===== config.mk =====
export PLATFORM = sky130hd
export DESIGN_NAME = ctrl_top
export DESIGN_NICKNAME = d
export VERILOG_FILES = /design/src/ctrl_pkg.sv /design/src/ctrl_encoder.sv /design/src/ctrl_top.sv /design/src/instr_decoder.sv /design/src/seq_fsm.sv
export SDC_FILE = /design/constraint.sdc
export NUM_CORES = 1
export LEC_CHECK = 0
export BUFFER_PORTS_ARGS = -buffer_cell sky130_fd_sc_hd__clkbuf_2
export CORE_UTILIZATION = 55
export CTS_BUF_LIST = sky130_fd_sc_hd__clkbuf_4 sky130_fd_sc_hd__clkbuf_8
export CTS_CLUSTER_SIZE = 25
export DETAILED_ROUTE_END_ITERATION = 10
export PLACE_DENSITY = 0.95
export SLEW_MARGIN = 40
export SYNTH_ARGS = -nofsm -noshare
export SYNTH_HDL_FRONTEND = slang
export SYNTH_SLANG_ARGS = --single-unit

===== constraint.sdc =====
create_clock -name clk -period 4.04 [get_ports clk]
set_clock_uncertainty 0.05 [all_clocks]
set_input_delay 0.404 -clock clk [delete_from_list [all_inputs] [get_ports clk]]
set_output_delay 0.404 -clock clk [all_outputs]
set_load 0.01 [all_outputs]

===== src/ctrl_pkg.sv =====
package ctrl_pkg;

    typedef logic [5:0] op_field_t;
    typedef logic [2:0] alu_op_t;
    typedef logic [2:0] addr_sel_t;
    typedef logic [2:0] wb_sel_t;
    typedef logic [1:0] reg_dst_t;
    typedef logic [1:0] src_a_t;
    typedef logic [2:0] src_b_t;
    typedef logic [2:0] pc_src_t;
    typedef logic [1:0] cause_t;

    // ALU operations as the datapath ALU expects them
    localparam alu_op_t ALU_OP_ADD = 3'b001;
    localparam alu_op_t ALU_OP_SUB = 3'b010;
    localparam alu_op_t ALU_OP_AND = 3'b011;
    localparam alu_op_t ALU_OP_OR  = 3'b100;
    localparam alu_op_t ALU_OP_SLT = 3'b101;

    localparam addr_sel_t ADDR_SEL_PC      = 3'b000;
    localparam addr_sel_t ADDR_SEL_ALU_OUT = 3'b100;

    localparam wb_sel_t WB_SEL_MDR     = 3'b010;
    localparam wb_sel_t WB_SEL_ALU_OUT = 3'b011;
    localparam wb_sel_t WB_SEL_PC      = 3'b110;

    localparam reg_dst_t REG_DST_RT = 2'b00;
    localparam reg_dst_t REG_DST_RD = 2'b01;
    localparam reg_dst_t REG_DST_RA = 2'b10;

    localparam src_a_t SRC_A_PC    = 2'b00;
    localparam src_a_t SRC_A_REG_A = 2'b10;

    localparam src_b_t SRC_B_REG_B       = 3'b000;
    localparam src_b_t SRC_B_FOUR        = 3'b001;
    localparam src_b_t SRC_B_IMM         = 3'b010;
    localparam src_b_t SRC_B_IMM_SHIFTED = 3'b011;

    localparam pc_src_t PC_SRC_ALU_RESULT  = 3'b000;
    localparam pc_src_t PC_SRC_ALU_OUT     = 3'b001;
    localparam pc_src_t PC_SRC_REG_A       = 3'b010;
    localparam pc_src_t PC_SRC_JUMP_TARGET = 3'b011;
    localparam pc_src_t PC_SRC_TRAP_VECTOR = 3'b100;

    localparam cause_t CAUSE_OVERFLOW = 2'd0;
    localparam cause_t CAUSE_ILLEGAL  = 2'd2;

    localparam op_field_t OP_RTYPE = 6'b000000;
    localparam op_field_t OP_LW    = 6'b100011;
    localparam op_field_t OP_SW    = 6'b101011;
    localparam op_field_t OP_ADDI  = 6'b001000;
    localparam op_field_t OP_ANDI  = 6'b001100;
    localparam op_field_t OP_ORI   = 6'b001101;
    localparam op_field_t OP_SLTI  = 6'b001010;
    localparam op_field_t OP_BEQ   = 6'b000100;
    localparam op_field_t OP_BNE   = 6'b000101;
    localparam op_field_t OP_J     = 6'b000010;
    localparam op_field_t OP_JAL   = 6'b000011;

    localparam op_field_t FN_ADD = 6'b100000;
    localparam op_field_t FN_SUB = 6'b100010;
    localparam op_field_t FN_AND = 6'b100100;
    localparam op_field_t FN_OR  = 6'b100101;
    localparam op_field_t FN_SLT = 6'b101010;
    localparam op_field_t FN_JR  = 6'b001000;

    typedef enum logic [3:0] {
        CLS_ALU_R,
        CLS_ALU_I,
        CLS_LOAD,
        CLS_STORE,
        CLS_BEQ,
        CLS_BNE,
        CLS_J,
        CLS_JAL,
        CLS_JR,
        CLS_ILLEGAL
    } instr_class_t;

    typedef enum logic [3:0] {
        ST_FETCH_ADDR,
        ST_FETCH_IR,
        ST_DECODE,
        ST_EXEC,
        ST_WRITEBACK,
        ST_MEM_ACCESS,
        ST_MEM_WAIT,
        ST_MEM_READBACK,
        ST_BRANCH,
        ST_LINK,
        ST_JUMP,
        ST_TRAP
    } ctrl_state_t;

    typedef struct packed {
        instr_class_t cls;
        alu_op_t      alu_op;
        logic         ovf_trap;
    } decoded_t;

    typedef struct packed {
        logic overflow;
        logic zero;
    } alu_flags_t;

    typedef struct packed {
        addr_sel_t addr_sel;
        logic      mem_wr;
        logic      ir_wr;
    } mem_ctrl_t;

    typedef struct packed {
        logic     reg_wr;
        reg_dst_t reg_dst;
        wb_sel_t  wb_sel;
        logic     wr_a;
        logic     wr_b;
    } reg_ctrl_t;

    typedef struct packed {
        src_a_t  src_a;
        src_b_t  src_b;
        alu_op_t alu_op;
        logic    alu_out_wr;
    } alu_ctrl_t;

    typedef struct packed {
        logic    pc_wr;
        pc_src_t pc_src;
        logic    epc_wr;
        cause_t  cause;
    } pc_ctrl_t;

endpackage


===== src/ctrl_encoder.sv =====
`timescale 1ns/1ps

module ctrl_encoder (
    input  ctrl_pkg::ctrl_state_t state,
    input  ctrl_pkg::decoded_t    instr,
    input  ctrl_pkg::cause_t      cause,
    input  logic                  zero,
    output ctrl_pkg::mem_ctrl_t   mem_ctrl,
    output ctrl_pkg::reg_ctrl_t   reg_ctrl,
    output ctrl_pkg::alu_ctrl_t   alu_ctrl,
    output ctrl_pkg::pc_ctrl_t    pc_ctrl
);

    logic is_branch;
    logic uses_reg_b;
    logic branch_taken;

    assign is_branch  = (instr.cls == ctrl_pkg::CLS_BEQ) || (instr.cls == ctrl_pkg::CLS_BNE);
    assign uses_reg_b = is_branch || (instr.cls == ctrl_pkg::CLS_ALU_R);

    assign branch_taken = ((instr.cls == ctrl_pkg::CLS_BEQ) && zero) ||
                          ((instr.cls == ctrl_pkg::CLS_BNE) && !zero);

    always_comb begin
        mem_ctrl.addr_sel = ctrl_pkg::ADDR_SEL_PC;
        mem_ctrl.mem_wr   = 1'b0;
        mem_ctrl.ir_wr    = 1'b0;

        reg_ctrl.reg_wr  = 1'b0;
        reg_ctrl.reg_dst = ctrl_pkg::REG_DST_RT;
        reg_ctrl.wb_sel  = ctrl_pkg::WB_SEL_ALU_OUT;
        reg_ctrl.wr_a    = 1'b0;
        reg_ctrl.wr_b    = 1'b0;

        alu_ctrl.src_a      = ctrl_pkg::SRC_A_PC;
        alu_ctrl.src_b      = ctrl_pkg::SRC_B_REG_B;
        alu_ctrl.alu_op     = ctrl_pkg::ALU_OP_ADD;
        alu_ctrl.alu_out_wr = 1'b0;

        pc_ctrl.pc_wr  = 1'b0;
        pc_ctrl.pc_src = ctrl_pkg::PC_SRC_ALU_RESULT;
        pc_ctrl.epc_wr = 1'b0;
        pc_ctrl.cause  = ctrl_pkg::CAUSE_OVERFLOW;

        case (state)
            ctrl_pkg::ST_FETCH_ADDR: begin
                // ALU out gets PC + 4
                alu_ctrl.src_a      = ctrl_pkg::SRC_A_PC;
                alu_ctrl.src_b      = ctrl_pkg::SRC_B_FOUR;
                alu_ctrl.alu_op     = ctrl_pkg::ALU_OP_ADD;
                alu_ctrl.alu_out_wr = 1'b1;
            end

            ctrl_pkg::ST_FETCH_IR: begin
                mem_ctrl.addr_sel = ctrl_pkg::ADDR_SEL_PC;
                mem_ctrl.ir_wr    = 1'b1;
                pc_ctrl.pc_wr     = 1'b1;
                pc_ctrl.pc_src    = ctrl_pkg::PC_SRC_ALU_OUT;
            end

            ctrl_pkg::ST_DECODE: begin
                // Register read plus branch target into ALU out
                reg_ctrl.wr_a       = 1'b1;
                reg_ctrl.wr_b       = 1'b1;
                alu_ctrl.src_a      = ctrl_pkg::SRC_A_PC;
                alu_ctrl.src_b      = ctrl_pkg::SRC_B_IMM_SHIFTED;
                alu_ctrl.alu_op     = ctrl_pkg::ALU_OP_ADD;
                alu_ctrl.alu_out_wr = 1'b1;
            end

            ctrl_pkg::ST_EXEC: begin
                alu_ctrl.src_a  = ctrl_pkg::SRC_A_REG_A;
                alu_ctrl.src_b  = uses_reg_b ? ctrl_pkg::SRC_B_REG_B : ctrl_pkg::SRC_B_IMM;
                alu_ctrl.alu_op = instr.alu_op;
                // Branches keep the target in ALU out
                alu_ctrl.alu_out_wr = !is_branch;
            end

            ctrl_pkg::ST_WRITEBACK: begin
                reg_ctrl.reg_wr  = 1'b1;
                reg_ctrl.wb_sel  = ctrl_pkg::WB_SEL_ALU_OUT;
                reg_ctrl.reg_dst = (instr.cls == ctrl_pkg::CLS_ALU_R) ?
                                   ctrl_pkg::REG_DST_RD : ctrl_pkg::REG_DST_RT;
            end

            ctrl_pkg::ST_MEM_ACCESS: begin
                mem_ctrl.addr_sel = ctrl_pkg::ADDR_SEL_ALU_OUT;
                mem_ctrl.mem_wr   = (instr.cls == ctrl_pkg::CLS_STORE);
            end

            // Address held while the read completes
            ctrl_pkg::ST_MEM_WAIT: mem_ctrl.addr_sel = ctrl_pkg::ADDR_SEL_ALU_OUT;

            ctrl_pkg::ST_MEM_READBACK: begin
                reg_ctrl.reg_wr  = 1'b1;
                reg_ctrl.wb_sel  = ctrl_pkg::WB_SEL_MDR;
                reg_ctrl.reg_dst = ctrl_pkg::REG_DST_RT;
            end

            ctrl_pkg::ST_BRANCH: begin
                // Compare stays on the ALU so zero is valid this cycle
                alu_ctrl.src_a  = ctrl_pkg::SRC_A_REG_A;
                alu_ctrl.src_b  = ctrl_pkg::SRC_B_REG_B;
                alu_ctrl.alu_op = instr.alu_op;
                pc_ctrl.pc_wr   = branch_taken;
                pc_ctrl.pc_src  = ctrl_pkg::PC_SRC_ALU_OUT;
            end

            ctrl_pkg::ST_LINK: begin
                reg_ctrl.reg_wr  = 1'b1;
                reg_ctrl.wb_sel  = ctrl_pkg::WB_SEL_PC;
                reg_ctrl.reg_dst = ctrl_pkg::REG_DST_RA;
            end

            ctrl_pkg::ST_JUMP: begin
                pc_ctrl.pc_wr  = 1'b1;
                pc_ctrl.pc_src = (instr.cls == ctrl_pkg::CLS_JR) ?
                                 ctrl_pkg::PC_SRC_REG_A : ctrl_pkg::PC_SRC_JUMP_TARGET;
            end

            ctrl_pkg::ST_TRAP: begin
                pc_ctrl.epc_wr = 1'b1;
                pc_ctrl.pc_wr  = 1'b1;
                pc_ctrl.pc_src = ctrl_pkg::PC_SRC_TRAP_VECTOR;
                pc_ctrl.cause  = cause;
            end

            default: begin
            end
        endcase
    end

endmodule


===== src/ctrl_top.sv =====
`timescale 1ns/1ps

module ctrl_top (
    input  logic                 clk,
    input  logic                 reset,
    input  ctrl_pkg::op_field_t  opcode,
    input  ctrl_pkg::op_field_t  funct,
    input  ctrl_pkg::alu_flags_t flags,
    output ctrl_pkg::mem_ctrl_t  mem_ctrl,
    output ctrl_pkg::reg_ctrl_t  reg_ctrl,
    output ctrl_pkg::alu_ctrl_t  alu_ctrl,
    output ctrl_pkg::pc_ctrl_t   pc_ctrl
);

    ctrl_pkg::decoded_t    decoded;
    ctrl_pkg::decoded_t    instr;
    ctrl_pkg::ctrl_state_t state;
    ctrl_pkg::cause_t      cause;

    instr_decoder u_decoder (
        .opcode  (opcode),
        .funct   (funct),
        .decoded (decoded)
    );

    // Overflow only matters to the sequencer
    seq_fsm u_seq (
        .clk      (clk),
        .reset    (reset),
        .decoded  (decoded),
        .overflow (flags.overflow),
        .state    (state),
        .instr    (instr),
        .cause    (cause)
    );

    ctrl_encoder u_encoder (
        .state    (state),
        .instr    (instr),
        .cause    (cause),
        .zero     (flags.zero),
        .mem_ctrl (mem_ctrl),
        .reg_ctrl (reg_ctrl),
        .alu_ctrl (alu_ctrl),
        .pc_ctrl  (pc_ctrl)
    );

endmodule


===== src/instr_decoder.sv =====
`timescale 1ns/1ps

module instr_decoder (
    input  ctrl_pkg::op_field_t opcode,
    input  ctrl_pkg::op_field_t funct,
    output ctrl_pkg::decoded_t  decoded
);

    always_comb begin
        decoded.cls      = ctrl_pkg::CLS_ILLEGAL;
        decoded.alu_op   = ctrl_pkg::ALU_OP_ADD;
        decoded.ovf_trap = 1'b0;

        case (opcode)
            ctrl_pkg::OP_RTYPE: begin
                decoded.cls = ctrl_pkg::CLS_ALU_R;
                case (funct)
                    ctrl_pkg::FN_ADD: begin
                        decoded.alu_op   = ctrl_pkg::ALU_OP_ADD;
                        decoded.ovf_trap = 1'b1;
                    end
                    ctrl_pkg::FN_SUB: begin
                        decoded.alu_op   = ctrl_pkg::ALU_OP_SUB;
                        decoded.ovf_trap = 1'b1;
                    end
                    ctrl_pkg::FN_AND: decoded.alu_op = ctrl_pkg::ALU_OP_AND;
                    ctrl_pkg::FN_OR:  decoded.alu_op = ctrl_pkg::ALU_OP_OR;
                    ctrl_pkg::FN_SLT: decoded.alu_op = ctrl_pkg::ALU_OP_SLT;
                    ctrl_pkg::FN_JR:  decoded.cls    = ctrl_pkg::CLS_JR;
                    default:          decoded.cls    = ctrl_pkg::CLS_ILLEGAL;
                endcase
            end
            ctrl_pkg::OP_ADDI: begin
                decoded.cls      = ctrl_pkg::CLS_ALU_I;
                decoded.ovf_trap = 1'b1;
            end
            ctrl_pkg::OP_ANDI: begin
                decoded.cls    = ctrl_pkg::CLS_ALU_I;
                decoded.alu_op = ctrl_pkg::ALU_OP_AND;
            end
            ctrl_pkg::OP_ORI: begin
                decoded.cls    = ctrl_pkg::CLS_ALU_I;
                decoded.alu_op = ctrl_pkg::ALU_OP_OR;
            end
            ctrl_pkg::OP_SLTI: begin
                decoded.cls    = ctrl_pkg::CLS_ALU_I;
                decoded.alu_op = ctrl_pkg::ALU_OP_SLT;
            end
            // Address calculation is base plus offset
            ctrl_pkg::OP_LW: decoded.cls = ctrl_pkg::CLS_LOAD;
            ctrl_pkg::OP_SW: decoded.cls = ctrl_pkg::CLS_STORE;
            // Branches compare by subtraction
            ctrl_pkg::OP_BEQ: begin
                decoded.cls    = ctrl_pkg::CLS_BEQ;
                decoded.alu_op = ctrl_pkg::ALU_OP_SUB;
            end
            ctrl_pkg::OP_BNE: begin
                decoded.cls    = ctrl_pkg::CLS_BNE;
                decoded.alu_op = ctrl_pkg::ALU_OP_SUB;
            end
            ctrl_pkg::OP_J:   decoded.cls = ctrl_pkg::CLS_J;
            ctrl_pkg::OP_JAL: decoded.cls = ctrl_pkg::CLS_JAL;
            default:          decoded.cls = ctrl_pkg::CLS_ILLEGAL;
        endcase
    end

endmodule


===== src/seq_fsm.sv =====
`timescale 1ns/1ps

module seq_fsm (
    input  logic                  clk,
    input  logic                  reset,
    input  ctrl_pkg::decoded_t    decoded,
    input  logic                  overflow,
    output ctrl_pkg::ctrl_state_t state,
    output ctrl_pkg::decoded_t    instr,
    output ctrl_pkg::cause_t      cause
);

    always_ff @(posedge clk or posedge reset) begin
        if (reset) begin
            state <= ctrl_pkg::ST_FETCH_ADDR;
            instr <= '0;
            cause <= ctrl_pkg::CAUSE_OVERFLOW;
        end else begin
            case (state)
                ctrl_pkg::ST_FETCH_ADDR: state <= ctrl_pkg::ST_FETCH_IR;
                ctrl_pkg::ST_FETCH_IR:   state <= ctrl_pkg::ST_DECODE;

                ctrl_pkg::ST_DECODE: begin
                    // IR is valid here, hold the decode for the rest of the instruction
                    instr <= decoded;
                    case (decoded.cls)
                        ctrl_pkg::CLS_ALU_R,
                        ctrl_pkg::CLS_ALU_I,
                        ctrl_pkg::CLS_LOAD,
                        ctrl_pkg::CLS_STORE,
                        ctrl_pkg::CLS_BEQ,
                        ctrl_pkg::CLS_BNE: state <= ctrl_pkg::ST_EXEC;
                        ctrl_pkg::CLS_J,
                        ctrl_pkg::CLS_JR:  state <= ctrl_pkg::ST_JUMP;
                        ctrl_pkg::CLS_JAL: state <= ctrl_pkg::ST_LINK;
                        default: begin
                            state <= ctrl_pkg::ST_TRAP;
                            cause <= ctrl_pkg::CAUSE_ILLEGAL;
                        end
                    endcase
                end

                ctrl_pkg::ST_EXEC: begin
                    if (instr.ovf_trap && overflow) begin
                        state <= ctrl_pkg::ST_TRAP;
                        cause <= ctrl_pkg::CAUSE_OVERFLOW;
                    end else begin
                        case (instr.cls)
                            ctrl_pkg::CLS_LOAD,
                            ctrl_pkg::CLS_STORE: state <= ctrl_pkg::ST_MEM_ACCESS;
                            ctrl_pkg::CLS_BEQ,
                            ctrl_pkg::CLS_BNE:   state <= ctrl_pkg::ST_BRANCH;
                            default:             state <= ctrl_pkg::ST_WRITEBACK;
                        endcase
                    end
                end

                ctrl_pkg::ST_MEM_ACCESS: begin
                    if (instr.cls == ctrl_pkg::CLS_LOAD) begin
                        state <= ctrl_pkg::ST_MEM_WAIT;
                    end else begin
                        state <= ctrl_pkg::ST_FETCH_ADDR;
                    end
                end
                ctrl_pkg::ST_MEM_WAIT: state <= ctrl_pkg::ST_MEM_READBACK;

                // Link writes ra first, the jump follows
                ctrl_pkg::ST_LINK: state <= ctrl_pkg::ST_JUMP;

                default: state <= ctrl_pkg::ST_FETCH_ADDR;
            endcase
        end
    end

endmodule


=== Word-level counts from Yosys, hierarchy flattened ===
Cells that the tools add are included.
Widths: inputs -> output; s select.

* Equal/unequal tests: 42
* Mux-type cells: 26
* Reductions and logical operators: 25

{| class="wikitable"
|+ Operators by type and width
! kind !! count
|-
| $eq 6x6->1 const B || 7
|-
| $eq 4x3->1 const B || 10
|-
| $pmux 4 s8 || 1
|-
| $pmux 8 s4 || 1
|-
| $eq 6x4->1 const B || 5
|-
| $pmux 4 s7 || 1
|-
| $eq 4x2->1 const B || 6
|-
| $eq 4x4->1 const B || 6
|-
| $pmux 6 s3 || 1
|-
| $pmux 4 s2 || 2
|-
| $pmux 4 s4 || 1
|-
| $pmux 3 s5 || 1
|-
| $reduce_or 2->1 || 7
|-
| $eq 6x2->1 const B || 2
|-
| $eq 6x3->1 const B || 2
|-
| $logic_not 4->1 || 3
|-
| $pmux 3 s4 || 1
|-
| $pmux 4 s3 || 1
|-
| $mux 3 || 3
|-
| $reduce_or 9->1 || 1
|-
| $eq 4x1->1 const B || 2
|-
| $mux 2 || 4
|-
| $logic_not 6->1 || 1
|-
| $reduce_or 6->1 || 1
|-
| other kinds (12) || 23
|}

* Register bits after elaboration: 14
* Input bits: 16
* Output and inout bits: 29
* Word-level logic and storage cells: 98

=== Logic depth before layout (Yosys ltp) ===
Gate-level depths: netlist of run 1.

* Depth in word-level cells: 8
* Gate-level depth with buffers: 6
* Depth with buffers taken out: 6

=== By module ===
A second synthesis of run 1 with hierarchy kept.

* Cells, all modules: 170
* Area total of the unflattened synthesis: 1,397.6 um^2

{| class="wikitable"
|+ By module, submodules not included
! module !! times used !! cells each !! area each (um^2)
|-
| seq_fsm || 1 || 59 || 679.4
|-
| ctrl_encoder || 1 || 60 || 375.4
|-
| instr_decoder || 1 || 51 || 342.8
|}

=== Least setup slack after synthesis of run 1 ===
Ideal clock, no wire load.

* Kind: register -> output
* Start point: register u_seq.state[0]
* End point: output port reg_ctrl[7] (netlist name)
* Arrival time: 1,229 ps
* Required time: 3,586 ps
* Path slack: 2,357 ps
* Cell stages (with the launch flop): 5
* Buffers on the path: 1
* Path through: dfrtp_1 clkbuf_1 nand2b_1 nor2_1 a31o_2

{| class="wikitable"
|+ RTL lines
! what !! RTL line !! source
|-
| start, declared || seq_fsm.sv:8 || <nowiki>output ctrl_pkg::ctrl_state_t state,</nowiki>
|-
| start signal, assigned || seq_fsm.sv:15 || <nowiki>state <= ctrl_pkg::ST_FETCH_ADDR;</nowiki>
|-
| start signal, assigned || seq_fsm.sv:20 || <nowiki>ctrl_pkg::ST_FETCH_ADDR: state <= ctrl_pkg::ST_FETCH_IR;</nowiki>
|-
| start signal, assigned || seq_fsm.sv:21 || <nowiki>ctrl_pkg::ST_FETCH_IR: state <= ctrl_pkg::ST_DECODE;</nowiki>
|-
| end, declared || ctrl_top.sv:10 || <nowiki>output ctrl_pkg::reg_ctrl_t reg_ctrl,</nowiki>
|}

==> flow_summary.html, run 1 <==
<table>
<tr><th>Metric</th><th>Value</th></tr>
<tr><th colspan="2">Critical path</th></tr>
<tr><td>Top Family by Delay on Critical Path</td><td>simple AND/OR/NAND/NOR gates</td></tr>
<tr><td>Master of the slowest instance on the critical path</td><td>sky130_fd_sc_hd__dfrtp_1</td></tr>
<tr><td>Critical path depth</td><td>5</td></tr>
<tr><td>Worst setup EP type</td><td>output port</td></tr>
<tr><td>Critical path capture point</td><td>alu_ctrl[5]</td></tr>
<tr><td>Setup Crit Path Kind</td><td>flip-flop to output port</td></tr>
<tr><td>WP data required</td><td>3590 ps</td></tr>
<tr><td>Crit path buffers/inverters</td><td>1</td></tr>
<tr><td>Nature of the critical path startpoint</td><td>flip-flop</td></tr>
<tr><td>Slack of the worst reg-to-reg path</td><td>2260 ps</td></tr>
<tr><td>Worst R2R Path Depth</td><td>5</td></tr>
<tr><td>Peak fanout along the critical path</td><td>11</td></tr>
<tr><td>Startpoint of the most critical setup path</td><td>u_seq.state[1]$_DFF_PP0_</td></tr>
<tr><td>Most repeated library cell on the critical path</td><td>sky130_fd_sc_hd__nand2_1</td></tr>
<tr><td>Worst path cell trace</td><td>nand2_1 -&gt; nor3_1 -&gt; nand2_1 -&gt; o21ai_0 -&gt; clkbuf_2</td></tr>
<tr><td>CP peak stage delay</td><td>560 ps</td></tr>
<tr><td>Worst reg2reg path startpoint</td><td>u_seq.state[0]$_DFF_PP0_</td></tr>
<tr><td>Critical register-to-register path endpoint</td><td>u_seq.instr[0]$_DFFE_PP0P_</td></tr>
<tr><td>Worst Path Arrival</td><td>1750 ps</td></tr>
<tr><th colspan="2">CTS</th></tr>
<tr><td>Total of cells resized after clock tree synthesis</td><td>0</td></tr>
<tr><td>Insertion delay to the later sink of the worst-skew pair</td><td>290 ps</td></tr>
<tr><td>Hold buffers post-CTS</td><td>0</td></tr>
<tr><td>Post-CTS repair timing setup buffer count</td><td>0</td></tr>
<tr><td>Clock-pin slew on the worst setup and hold paths</td><td>90 ps</td></tr>
<tr><td>Maximum count of clock buffers along a single path</td><td>2</td></tr>
<tr><td>Sinks on Clock Net</td><td>13</td></tr>
<tr><td>Root buffer cell</td><td>sky130_fd_sc_hd__clkbuf_4</td></tr>
<tr><td>TritonCTS clock tree</td><td>done</td></tr>
<tr><td>Count of H-tree levels built during CTS</td><td>1</td></tr>
<tr><td>TritonCTS buffer count</td><td>3</td></tr>
<tr><th colspan="2">Timing</th></tr>
<tr><td>Highest clock frequency the design can meet</td><td>453 MHz</td></tr>
<tr><td>Slew Limit Headroom</td><td>66.2%</td></tr>
<tr><td>Total setup violations reported at the end of the flow</td><td>0</td></tr>
<tr><td>Share of the clock period used by the worst path after layout</td><td>54.6%</td></tr>
<tr><td>Unrepaired setup endpoints after global routing</td><td>no</td></tr>
<tr><td>Hold Fails Final Rpt</td><td>0</td></tr>
<tr><td>Sum of negative setup slack</td><td>0 ps</td></tr>
<tr><td>Min cycle time layout</td><td>2210 ps</td></tr>
<tr><td>Slew at the pin closest to its max-slew limit</td><td>506 ps</td></tr>
<tr><td>Final Max Tran Viols</td><td>0</td></tr>
<tr><th colspan="2">Synthesis</th></tr>
<tr><td>Dominant cell type by area after synthesis</td><td>sky130_fd_sc_hd__dfrtp_1</td></tr>
<tr><td>Top post-synthesis cells by area</td><td>sky130_fd_sc_hd__dfrtp_1 (26%), sky130_fd_sc_hd__nand2_1 (6.0%), sky130_fd_sc_hd__nor2_1 (5.7%)</td></tr>
<tr><td>Yosys top cell area share</td><td>26.1%</td></tr>
<tr><td>EDFF count, synth</td><td>0</td></tr>
<tr><td>Avg Synthesized Cell Area</td><td>7.47 µm²</td></tr>
<tr><td>Post-synthesis async set-or-reset flop share</td><td>100%</td></tr>
<tr><td>Number of cells produced by synthesis</td><td>167</td></tr>
<tr><td>Portion of the post-synthesis area used by sequential elements</td><td>26.1%</td></tr>
<tr><td>Total of warnings raised by yosys</td><td>0</td></tr>
<tr><td>Combined area of all synthesized cells</td><td>0.00125 mm²</td></tr>
<tr><td>Synth top cells by count</td><td>sky130_fd_sc_hd__nand2_1 (20), sky130_fd_sc_hd__nor2_1 (19), sky130_fd_sc_hd__o21ai_0 (14)</td></tr>
<tr><td>Number of unique standard cell types used by synthesis</td><td>45</td></tr>
<tr><td>Post-synthesis sequential element count</td><td>13</td></tr>
<tr><td>Dominant cell by count in the synthesized netlist</td><td>sky130_fd_sc_hd__nand2_1</td></tr>
<tr><td>Main synth FF type</td><td>sky130_fd_sc_hd__dfrtp_1</td></tr>
<tr><th colspan="2">Floorplanning</th></tr>
<tr><td>Core Area</td><td>0.00204 mm²</td></tr>
<tr><td>Initial core utilization</td><td>61.1%</td></tr>
<tr><td>Area of the die</td><td>0.00246 mm²</td></tr>
<tr><td>Die X</td><td>49.6 µm</td></tr>
<tr><td>Cell Rows</td><td>16</td></tr>
<tr><td>Ports placed on the boundary</td><td>45</td></tr>
<tr><td>Vertical die dimension</td><td>49.6 µm</td></tr>
<tr><th colspan="2">Routing</th></tr>
<tr><td>Via count</td><td>1337</td></tr>
<tr><td>Final wirelength</td><td>3110 µm</td></tr>
<tr><td>Number of detailed-route iterations in the first pass</td><td>5</td></tr>
<tr><td>DRC errors left</td><td>0</td></tr>
<tr><td>Drt via density</td><td>6.00</td></tr>
<tr><td>Number of DRC markers after the initial detailed-route iteration</td><td>43</td></tr>
<tr><td>Antenna-violating nets left</td><td>0</td></tr>
<tr><td>Wire length per cell after detailed routing</td><td>13.9 µm</td></tr>
<tr><th colspan="2">Finish</th></tr>
<tr><td>Layout cell share with drive strength beyond 1</td><td>27.0%</td></tr>
<tr><td>Area Growth Syn to Fin</td><td>12.1%</td></tr>
<tr><td>Number of diodes added for antenna fixing</td><td>0</td></tr>
<tr><td>Final nets</td><td>213</td></tr>
<tr><td>Number of fill cells in the layout</td><td>187</td></tr>
<tr><th colspan="2">Global routing</th></tr>
<tr><td>GRT Overall Usage</td><td>29.5%</td></tr>
<tr><td>Maximum number of pins on one net before global-route repair</td><td>17</td></tr>
<tr><td>Residual overflow from global routing</td><td>0</td></tr>
<tr><td>First-pass GRT wire length</td><td>5580 µm</td></tr>
<tr><td>Via count of the first global-routing pass</td><td>1238</td></tr>
<tr><td>Number of antenna violations at the first check in global routing</td><td>0</td></tr>
<tr><th colspan="2">Run status</th></tr>
<tr><td>Result of the run</td><td>finished, final reports clean</td></tr>
<tr><th colspan="2">Worst hold path</th></tr>
<tr><td>Hold WC Path Type</td><td>primary input to async pin</td></tr>
<tr><th colspan="2">Place</th></tr>
<tr><td>HPWL Detailed</td><td>2490 µm</td></tr>
<tr><td>GPL Wtd Cong</td><td>0.911</td></tr>
<tr><td>Port Buffer Count</td><td>38</td></tr>
<tr><th colspan="2">Power</th></tr>
<tr><td>Total design power</td><td>747 µW</td></tr>
<tr><td>VDD IR max</td><td>0.000261 V</td></tr>
<tr><td>Leakage power of the design</td><td>0.000633 µW</td></tr>
<tr><td>Power density normalized to cell area</td><td>534 mW/mm²</td></tr>
<tr><th colspan="2">Job</th></tr>
<tr><td>Maximum Capacitance Violations</td><td>0</td></tr>
</table>
-- cells in the final DEF, fill, tap and decap left out, types with 2 or more instances in the layout --
cell type	synthesis	routed
sky130_fd_sc_hd__clkbuf_2	0	38
sky130_fd_sc_hd__nand2_1	20	20
sky130_fd_sc_hd__nor2_1	19	19
sky130_fd_sc_hd__o21ai_0	14	14
sky130_fd_sc_hd__nor3_1	13	13
sky130_fd_sc_hd__dfrtp_1	13	13
sky130_fd_sc_hd__a21oi_1	9	9
sky130_fd_sc_hd__conb_1	2	6
sky130_fd_sc_hd__inv_1	5	5
sky130_fd_sc_hd__nand2b_1	5	5
sky130_fd_sc_hd__a31oi_1	5	5
sky130_fd_sc_hd__nor2b_1	4	4
sky130_fd_sc_hd__nor4_1	3	3
sky130_fd_sc_hd__nand3_1	3	3
sky130_fd_sc_hd__and2_1	3	3
sky130_fd_sc_hd__clkbuf_4	0	3
sky130_fd_sc_hd__nand2b_4	2	2
sky130_fd_sc_hd__nand3b_1	2	2
sky130_fd_sc_hd__mux2i_1	2	2
sky130_fd_sc_hd__xnor2_1	2	2
sky130_fd_sc_hd__a311oi_1	2	2
-- logic make-up (layout without fill, tap and decap cells) --
group                  count (synthesis)  count (layout)  synth area share, %
AO/OA/AOI/OAI                         41              41                 22.4
XOR/XNOR                               2               2                 1.40
buffers and inverters                 23              48                 11.4
flip-flops                            13              13                 26.1
multiplexers                           2               2                 1.60
other                                  2               6                0.602
AND/OR/NAND/NOR                       84              84                 36.5
-- state kept, by name (all words and copies together), names as in the netlist --
signal / count
u_seq.state: 4
u_seq.cause: 1
u_seq.instr: 8
-- how the worst min path moves through the flow --
stage | depth (start not counted) | slack, ps | startpoint | end
floorplan | 1 | 230 | reset | u_seq.cause[1]$_DFFE_PP0P_
global placement | 2 | 380 | reset | u_seq.state[2]$_DFF_PP0_
detailed placement | 2 | 390 | reset | u_seq.cause[1]$_DFFE_PP0P_
CTS | 2 | 70 | reset | u_seq.cause[1]$_DFFE_PP0P_
global route | 2 | 100 | reset | u_seq.cause[1]$_DFFE_PP0P_
finish | 2 | 50 | reset | u_seq.state[2]$_DFF_PP0_
-- where the power goes --
| group | internal, µW | total [µW] | switching (µW) |
|---|---|---|---|
| sequential | 175 | 253 | 78.5 |
| clock | 36.9 | 85.5 | 48.6 |
| combinational | 165 | 408 | 242 |
-- worst register-to-register path, delay by kind of cell (launching register included) --
kind	cells	cell delay [ps]
AND/OR/NAND/NOR	3	720
flip-flops	1	500
AO/OA/AOI/OAI	1	290
buffers and inverters	1	120
-- through the flow --
| step | util, % | instances | worst slack (ps) | instance area [µm²] | hold WS [ps] |
|---|---|---|---|---|---|
| finish | 68.5 | 223 | 1830 | 1400 | 52.6 |
| global route | 68.5 | 223 | 1690 | 1400 | 99.4 |
| CTS | 68.5 | 223 | 1870 | 1400 | 72.5 |
| detailed placement | 67.2 | 219 | 2190 | 1370 | 389 |
| global placement | 67.2 | 219 | 2260 | 1370 | 382 |
| floorplan | - | 171 | 2360 | 1260 | 231 |
-- area by class of cell --
class                      count  area [µm²]  share of cell area [%]
clock inverter                 1        5.00                   0.358
inverter                       6        27.5                    1.97
tap                           27        33.8                    2.42
timing repair buffer          38         190                    13.6
multi-input combinational    135         795                    56.8
clock buffer                   3        22.5                    1.61
sequential                    13         325                    23.3
-- routing by layer --
metal / up-vias / track usage, % / share of wire, %
met5: - / 0 / 0
met4: 0 / 16.7 / 3.3
met3: 11 / 2.47 / 6.9
met2: 73 / 50.7 / 49
met1: 615 / 36.0 / 40
li1: 638 / - / -
No activity file was read; power rests on OpenSTA's default activity.
==> inputs of run 2 (changes only) <==
--- a/config.mk
+++ b/config.mk
@@ -6,11 +6,11 @@
 export NUM_CORES = 1
 export LEC_CHECK = 0
 export BUFFER_PORTS_ARGS = -buffer_cell sky130_fd_sc_hd__clkbuf_2
-export CORE_UTILIZATION = 55
+export CORE_UTILIZATION = 46
 export CTS_BUF_LIST = sky130_fd_sc_hd__clkbuf_4 sky130_fd_sc_hd__clkbuf_8
 export CTS_CLUSTER_SIZE = 25
 export DETAILED_ROUTE_END_ITERATION = 10
-export PLACE_DENSITY = 0.95
+export PLACE_DENSITY = 0.88
 export SLEW_MARGIN = 40
 export SYNTH_ARGS = -nofsm -noshare
 export SYNTH_HDL_FRONTEND = slang
==> constraint.sdc (replaced) <==
create_clock -name clk -period 2 [get_ports clk]
set_clock_uncertainty 0.05 [all_clocks]
set_input_delay 0.2 -clock clk [delete_from_list [all_inputs] [get_ports clk]]
set_output_delay 0.2 -clock clk [all_outputs]
set_load 0.01 [all_outputs]
==> run 2 against run 1 <==
Register-to-register slack worse by 1900 ps. Die area is 19% higher. Non-clock buffer count grew 1. Routed wire length is 6.1% lower. Sequential power increased by 100%. Combinational power rose by 99%. Largest power group unchanged.
==> flow_summary.html, run 2 (synthesis gave the netlist of run 1 again) <==
<table>
<tr><th>Metric</th><th>Value</th></tr>
<tr><th colspan="2">Run status</th></tr>
<tr><td>Result of the run</td><td>finished, final reports clean (unchanged)</td></tr>
<tr><th colspan="2">Place</th></tr>
<tr><td>Setup slack at placement</td><td>310 ps (was 2190 ps)</td></tr>
<tr><td>GPL Wtd Cong</td><td>0.914 (was 0.911)</td></tr>
<tr><td>Port Buffer Count</td><td>38 (unchanged)</td></tr>
<tr><td>Placed standard-cell area</td><td>0.00138 mm² (was 0.00137 mm²)</td></tr>
<tr><td>HPWL Detailed</td><td>2270 µm (was 2490 µm)</td></tr>
<tr><th colspan="2">Power</th></tr>
<tr><td>Clock network power share</td><td>11.1% (was 11.4%)</td></tr>
<tr><td>P_int</td><td>771 µW (was 377 µW)</td></tr>
<tr><td>Combinational share of power</td><td>54.3% (was 54.6%)</td></tr>
<tr><td>Power density normalized to cell area</td><td>1050 mW/mm² (was 534 mW/mm²)</td></tr>
<tr><td>Leakage power of the design</td><td>0.000632 µW (was 0.000633 µW)</td></tr>
<tr><td>VDD IR max</td><td>0.000563 V (was 0.000261 V)</td></tr>
<tr><td>Total net switching power</td><td>723 µW (was 369 µW)</td></tr>
<tr><td>Share of power burned in registers</td><td>34.6% (was 34.0%)</td></tr>
<tr><td>Switching share of power</td><td>48.4% (was 49.5%)</td></tr>
<tr><th colspan="2">Finish</th></tr>
<tr><td>Most frequent cells in the layout</td><td>sky130_fd_sc_hd__clkbuf_2 (38), sky130_fd_sc_hd__nand2_1 (20), sky130_fd_sc_hd__nor2_1 (19) (unchanged)</td></tr>
<tr><td>Area taken by flip-flops and latches</td><td>330 µm² (was 325 µm²)</td></tr>
<tr><td>Number of diodes added for antenna fixing</td><td>0 (unchanged)</td></tr>
<tr><td>Register with the most flip-flops</td><td>u_seq.instr (unchanged)</td></tr>
<tr><td>Final nets</td><td>214 (was 213)</td></tr>
<tr><td>Most common cell after layout, fill and taps aside</td><td>sky130_fd_sc_hd__clkbuf_2 (unchanged)</td></tr>
<tr><td>Layout cell share with drive strength beyond 1</td><td>28.9% (was 27.0%)</td></tr>
<tr><td>Registers with the most flip-flops</td><td>u_seq.instr: 8 flops, u_seq.state: 4 flops, u_seq.cause: 1 flops (unchanged)</td></tr>
<tr><td>Number of fill cells in the layout</td><td>257 (was 187)</td></tr>
<tr><td>Multi-input gate area</td><td>795 µm² (unchanged)</td></tr>
<tr><td>Largest register FFs</td><td>8 (unchanged)</td></tr>
<tr><td>Post-Layout Inst Area</td><td>0.00142 mm² (was 0.00140 mm²)</td></tr>
<tr><td>Final core utilization</td><td>56.2% (was 68.5%)</td></tr>
<tr><td>Area Growth Syn to Fin</td><td>13.6% (was 12.1%)</td></tr>
<tr><th colspan="2">Floorplanning</th></tr>
<tr><td>Core Area</td><td>0.00252 mm² (was 0.00204 mm²)</td></tr>
<tr><td>Die X</td><td>54.1 µm (was 49.6 µm)</td></tr>
<tr><td>Ports placed on the boundary</td><td>45 (unchanged)</td></tr>
<tr><td>Area of the die</td><td>0.00292 mm² (was 0.00246 mm²)</td></tr>
<tr><td>Initial core utilization</td><td>49.5% (was 61.1%)</td></tr>
<tr><td>Cell Rows</td><td>18 (was 16)</td></tr>
<tr><td>Vertical die dimension</td><td>54.1 µm (was 49.6 µm)</td></tr>
<tr><th colspan="2">CTS</th></tr>
<tr><td>Insertion delay to the later sink of the worst-skew pair</td><td>290 ps (about the same)</td></tr>
<tr><td>Sinks on Clock Net</td><td>13 (unchanged)</td></tr>
<tr><td>Clock-pin slew on the worst setup and hold paths</td><td>80 ps (was 90 ps)</td></tr>
<tr><td>TritonCTS buffer count</td><td>3 (unchanged)</td></tr>
<tr><td>Count of H-tree levels built during CTS</td><td>1 (unchanged)</td></tr>
<tr><td>Root buffer cell</td><td>sky130_fd_sc_hd__clkbuf_4 (unchanged)</td></tr>
<tr><td>TritonCTS clock tree</td><td>done (unchanged)</td></tr>
<tr><td>Maximum count of clock buffers along a single path</td><td>2 (unchanged)</td></tr>
<tr><th colspan="2">Global routing</th></tr>
<tr><td>GRT Overall Usage</td><td>22.5% (was 29.5%)</td></tr>
<tr><td>First-pass GRT wire length</td><td>4710 µm (was 5580 µm)</td></tr>
<tr><td>Maximum number of pins on one net before global-route repair</td><td>17 (unchanged)</td></tr>
<tr><td>Residual overflow from global routing</td><td>0 (unchanged)</td></tr>
<tr><td>Via count of the first global-routing pass</td><td>1084 (was 1238)</td></tr>
<tr><td>Number of antenna violations at the first check in global routing</td><td>0 (unchanged)</td></tr>
<tr><th colspan="2">Job</th></tr>
<tr><td>Maximum Capacitance Violations</td><td>0 (unchanged)</td></tr>
<tr><th colspan="2">Critical path</th></tr>
<tr><td>Worst path cell trace</td><td>nand2b_4 -&gt; or3_4 -&gt; o21ai_0 -&gt; clkbuf_2 (was nand2_1 -&gt; nor3_1 -&gt; nand2_1 -&gt; o21ai_0 -&gt; clkbuf_2)</td></tr>
<tr><td>CP peak stage delay</td><td>480 ps (was 560 ps)</td></tr>
<tr><td>WP data required</td><td>1750 ps (was 3590 ps)</td></tr>
<tr><td>Peak fanout along the critical path</td><td>13 (was 11)</td></tr>
<tr><td>Nature of the critical path startpoint</td><td>flip-flop (unchanged)</td></tr>
<tr><td>Setup Crit Path Kind</td><td>flip-flop to output port (unchanged)</td></tr>
<tr><td>Master of the slowest instance on the critical path</td><td>sky130_fd_sc_hd__dfrtp_2 (was sky130_fd_sc_hd__dfrtp_1)</td></tr>
<tr><td>Worst setup EP type</td><td>output port (unchanged)</td></tr>
<tr><td>Worst Path Arrival</td><td>1670 ps (was 1750 ps)</td></tr>
<tr><th colspan="2">Routing</th></tr>
<tr><td>Number of detailed-route iterations in the first pass</td><td>4 (was 5)</td></tr>
<tr><td>Antenna-violating nets left</td><td>0 (unchanged)</td></tr>
<tr><td>DRC errors left</td><td>0 (unchanged)</td></tr>
<tr><td>Wire length per cell after detailed routing</td><td>12.9 µm (was 13.9 µm)</td></tr>
<tr><td>Drt via density</td><td>5.72 (was 6.00)</td></tr>
<tr><td>Via count</td><td>1299 (was 1337)</td></tr>
<tr><td>Final wirelength</td><td>2920 µm (was 3110 µm)</td></tr>
<tr><td>Number of DRC markers after the initial detailed-route iteration</td><td>65 (was 43)</td></tr>
<tr><th colspan="2">Timing</th></tr>
<tr><td>Unrepaired setup endpoints after global routing</td><td>no (unchanged)</td></tr>
<tr><td>Share of the clock period used by the worst path after layout</td><td>95.8%</td></tr>
<tr><td>Total setup violations reported at the end of the flow</td><td>0 (unchanged)</td></tr>
<tr><td>Hold Fails Final Rpt</td><td>0 (unchanged)</td></tr>
<tr><td>Highest clock frequency the design can meet</td><td>522 MHz</td></tr>
<tr><td>Final setup margin</td><td>83.8 ps (was 1830 ps)</td></tr>
<tr><td>Smallest hold slack</td><td>198 ps (was 52.6 ps)</td></tr>
<tr><td>Final Max Tran Viols</td><td>0 (unchanged)</td></tr>
<tr><td>Sum of negative setup slack</td><td>0 ps (unchanged)</td></tr>
<tr><td>Min cycle time layout</td><td>1920 ps</td></tr>
<tr><th colspan="2">Worst hold path</th></tr>
<tr><td>Hold WC Path Type</td><td>primary input to flip-flop (was primary input to async pin)</td></tr>
</table>
[run 2: layer usage]
metal  up-vias  routed length (µm)  global-route usage, %  part of all wire (%)
met5         -                   0                      0                     0
met2        69                1420                   36.4                    48
li1        639                   -                      -                     -
met3         7                 240                   3.39                   8.2
met1       584                1210                   29.0                    41
met4         0                  57                   11.1                   2.0
[run 2: path summary, 6_finish.rpt]
check                                            from                          to  slack [ps]  cells past startpoint
setup / recovery             u_seq.state[0]$_DFF_PP0_                 alu_ctrl[5]          80                      4
hold / removal                              opcode[2]  u_seq.instr[0]$_DFFE_PP0P_         200                      2
setup reg to reg             u_seq.state[0]$_DFF_PP0_  u_seq.instr[0]$_DFFE_PP0P_         320                      5
hold reg to reg            u_seq.cause[1]$_DFFE_PP0P_  u_seq.cause[1]$_DFFE_PP0P_         450                      2
max in group asynchronous                       reset    u_seq.state[1]$_DFF_PP0_        1140                      3
min in group asynchronous                       reset  u_seq.instr[1]$_DFFE_PP0P_         400                      3
[run 2: cell type report]
class | count | area share (%)
clock buffers | 3 | 1.59
multi-input cells | 135 | 56.0
flip-flops and latches | 13 | 23.3
inverters | 6 | 1.94
repair buffers | 39 | 14.1
well taps | 30 | 2.65
clock inverters | 1 | 0.353
[run 2: power by group through the flow]
stage / clock [µW] / sequential (µW) / combinational [µW]
floorplan: 0 / 424 / 659
global placement: 0 / 502 / 800
detailed placement: 0 / 507 / 808
CTS: 165 / 502 / 818
global route: 175 / 536 / 908
finish: 166 / 516 / 812
[run 2: per-stage QoR]
step	power (µW)	std cells
5_1_grt	1620	227
3_5_place_dp	1310	222
2_1_floorplan	1080	171
6_report	1490	227
4_1_cts	1490	227
3_3_place_gp	1300	222
[run 2: worst max-delay path: cells and delay by family, from the launching register on]
| family | cells | cell delay (ps) |
|---|---|---|
| buffers and inverters | 1 | 160 |
| AO/OA/AOI/OAI | 1 | 120 |
| flip-flops | 1 | 480 |
| AND/OR/NAND/NOR | 2 | 610 |
[run 2: what timing repair did]
item,4_1_cts,5_1_grt
hold buffers,1,0
endpoints found under the hold margin,13,0
resized for setup,0,4
setup endpoints to repair,0,6
setup buffers,0,0
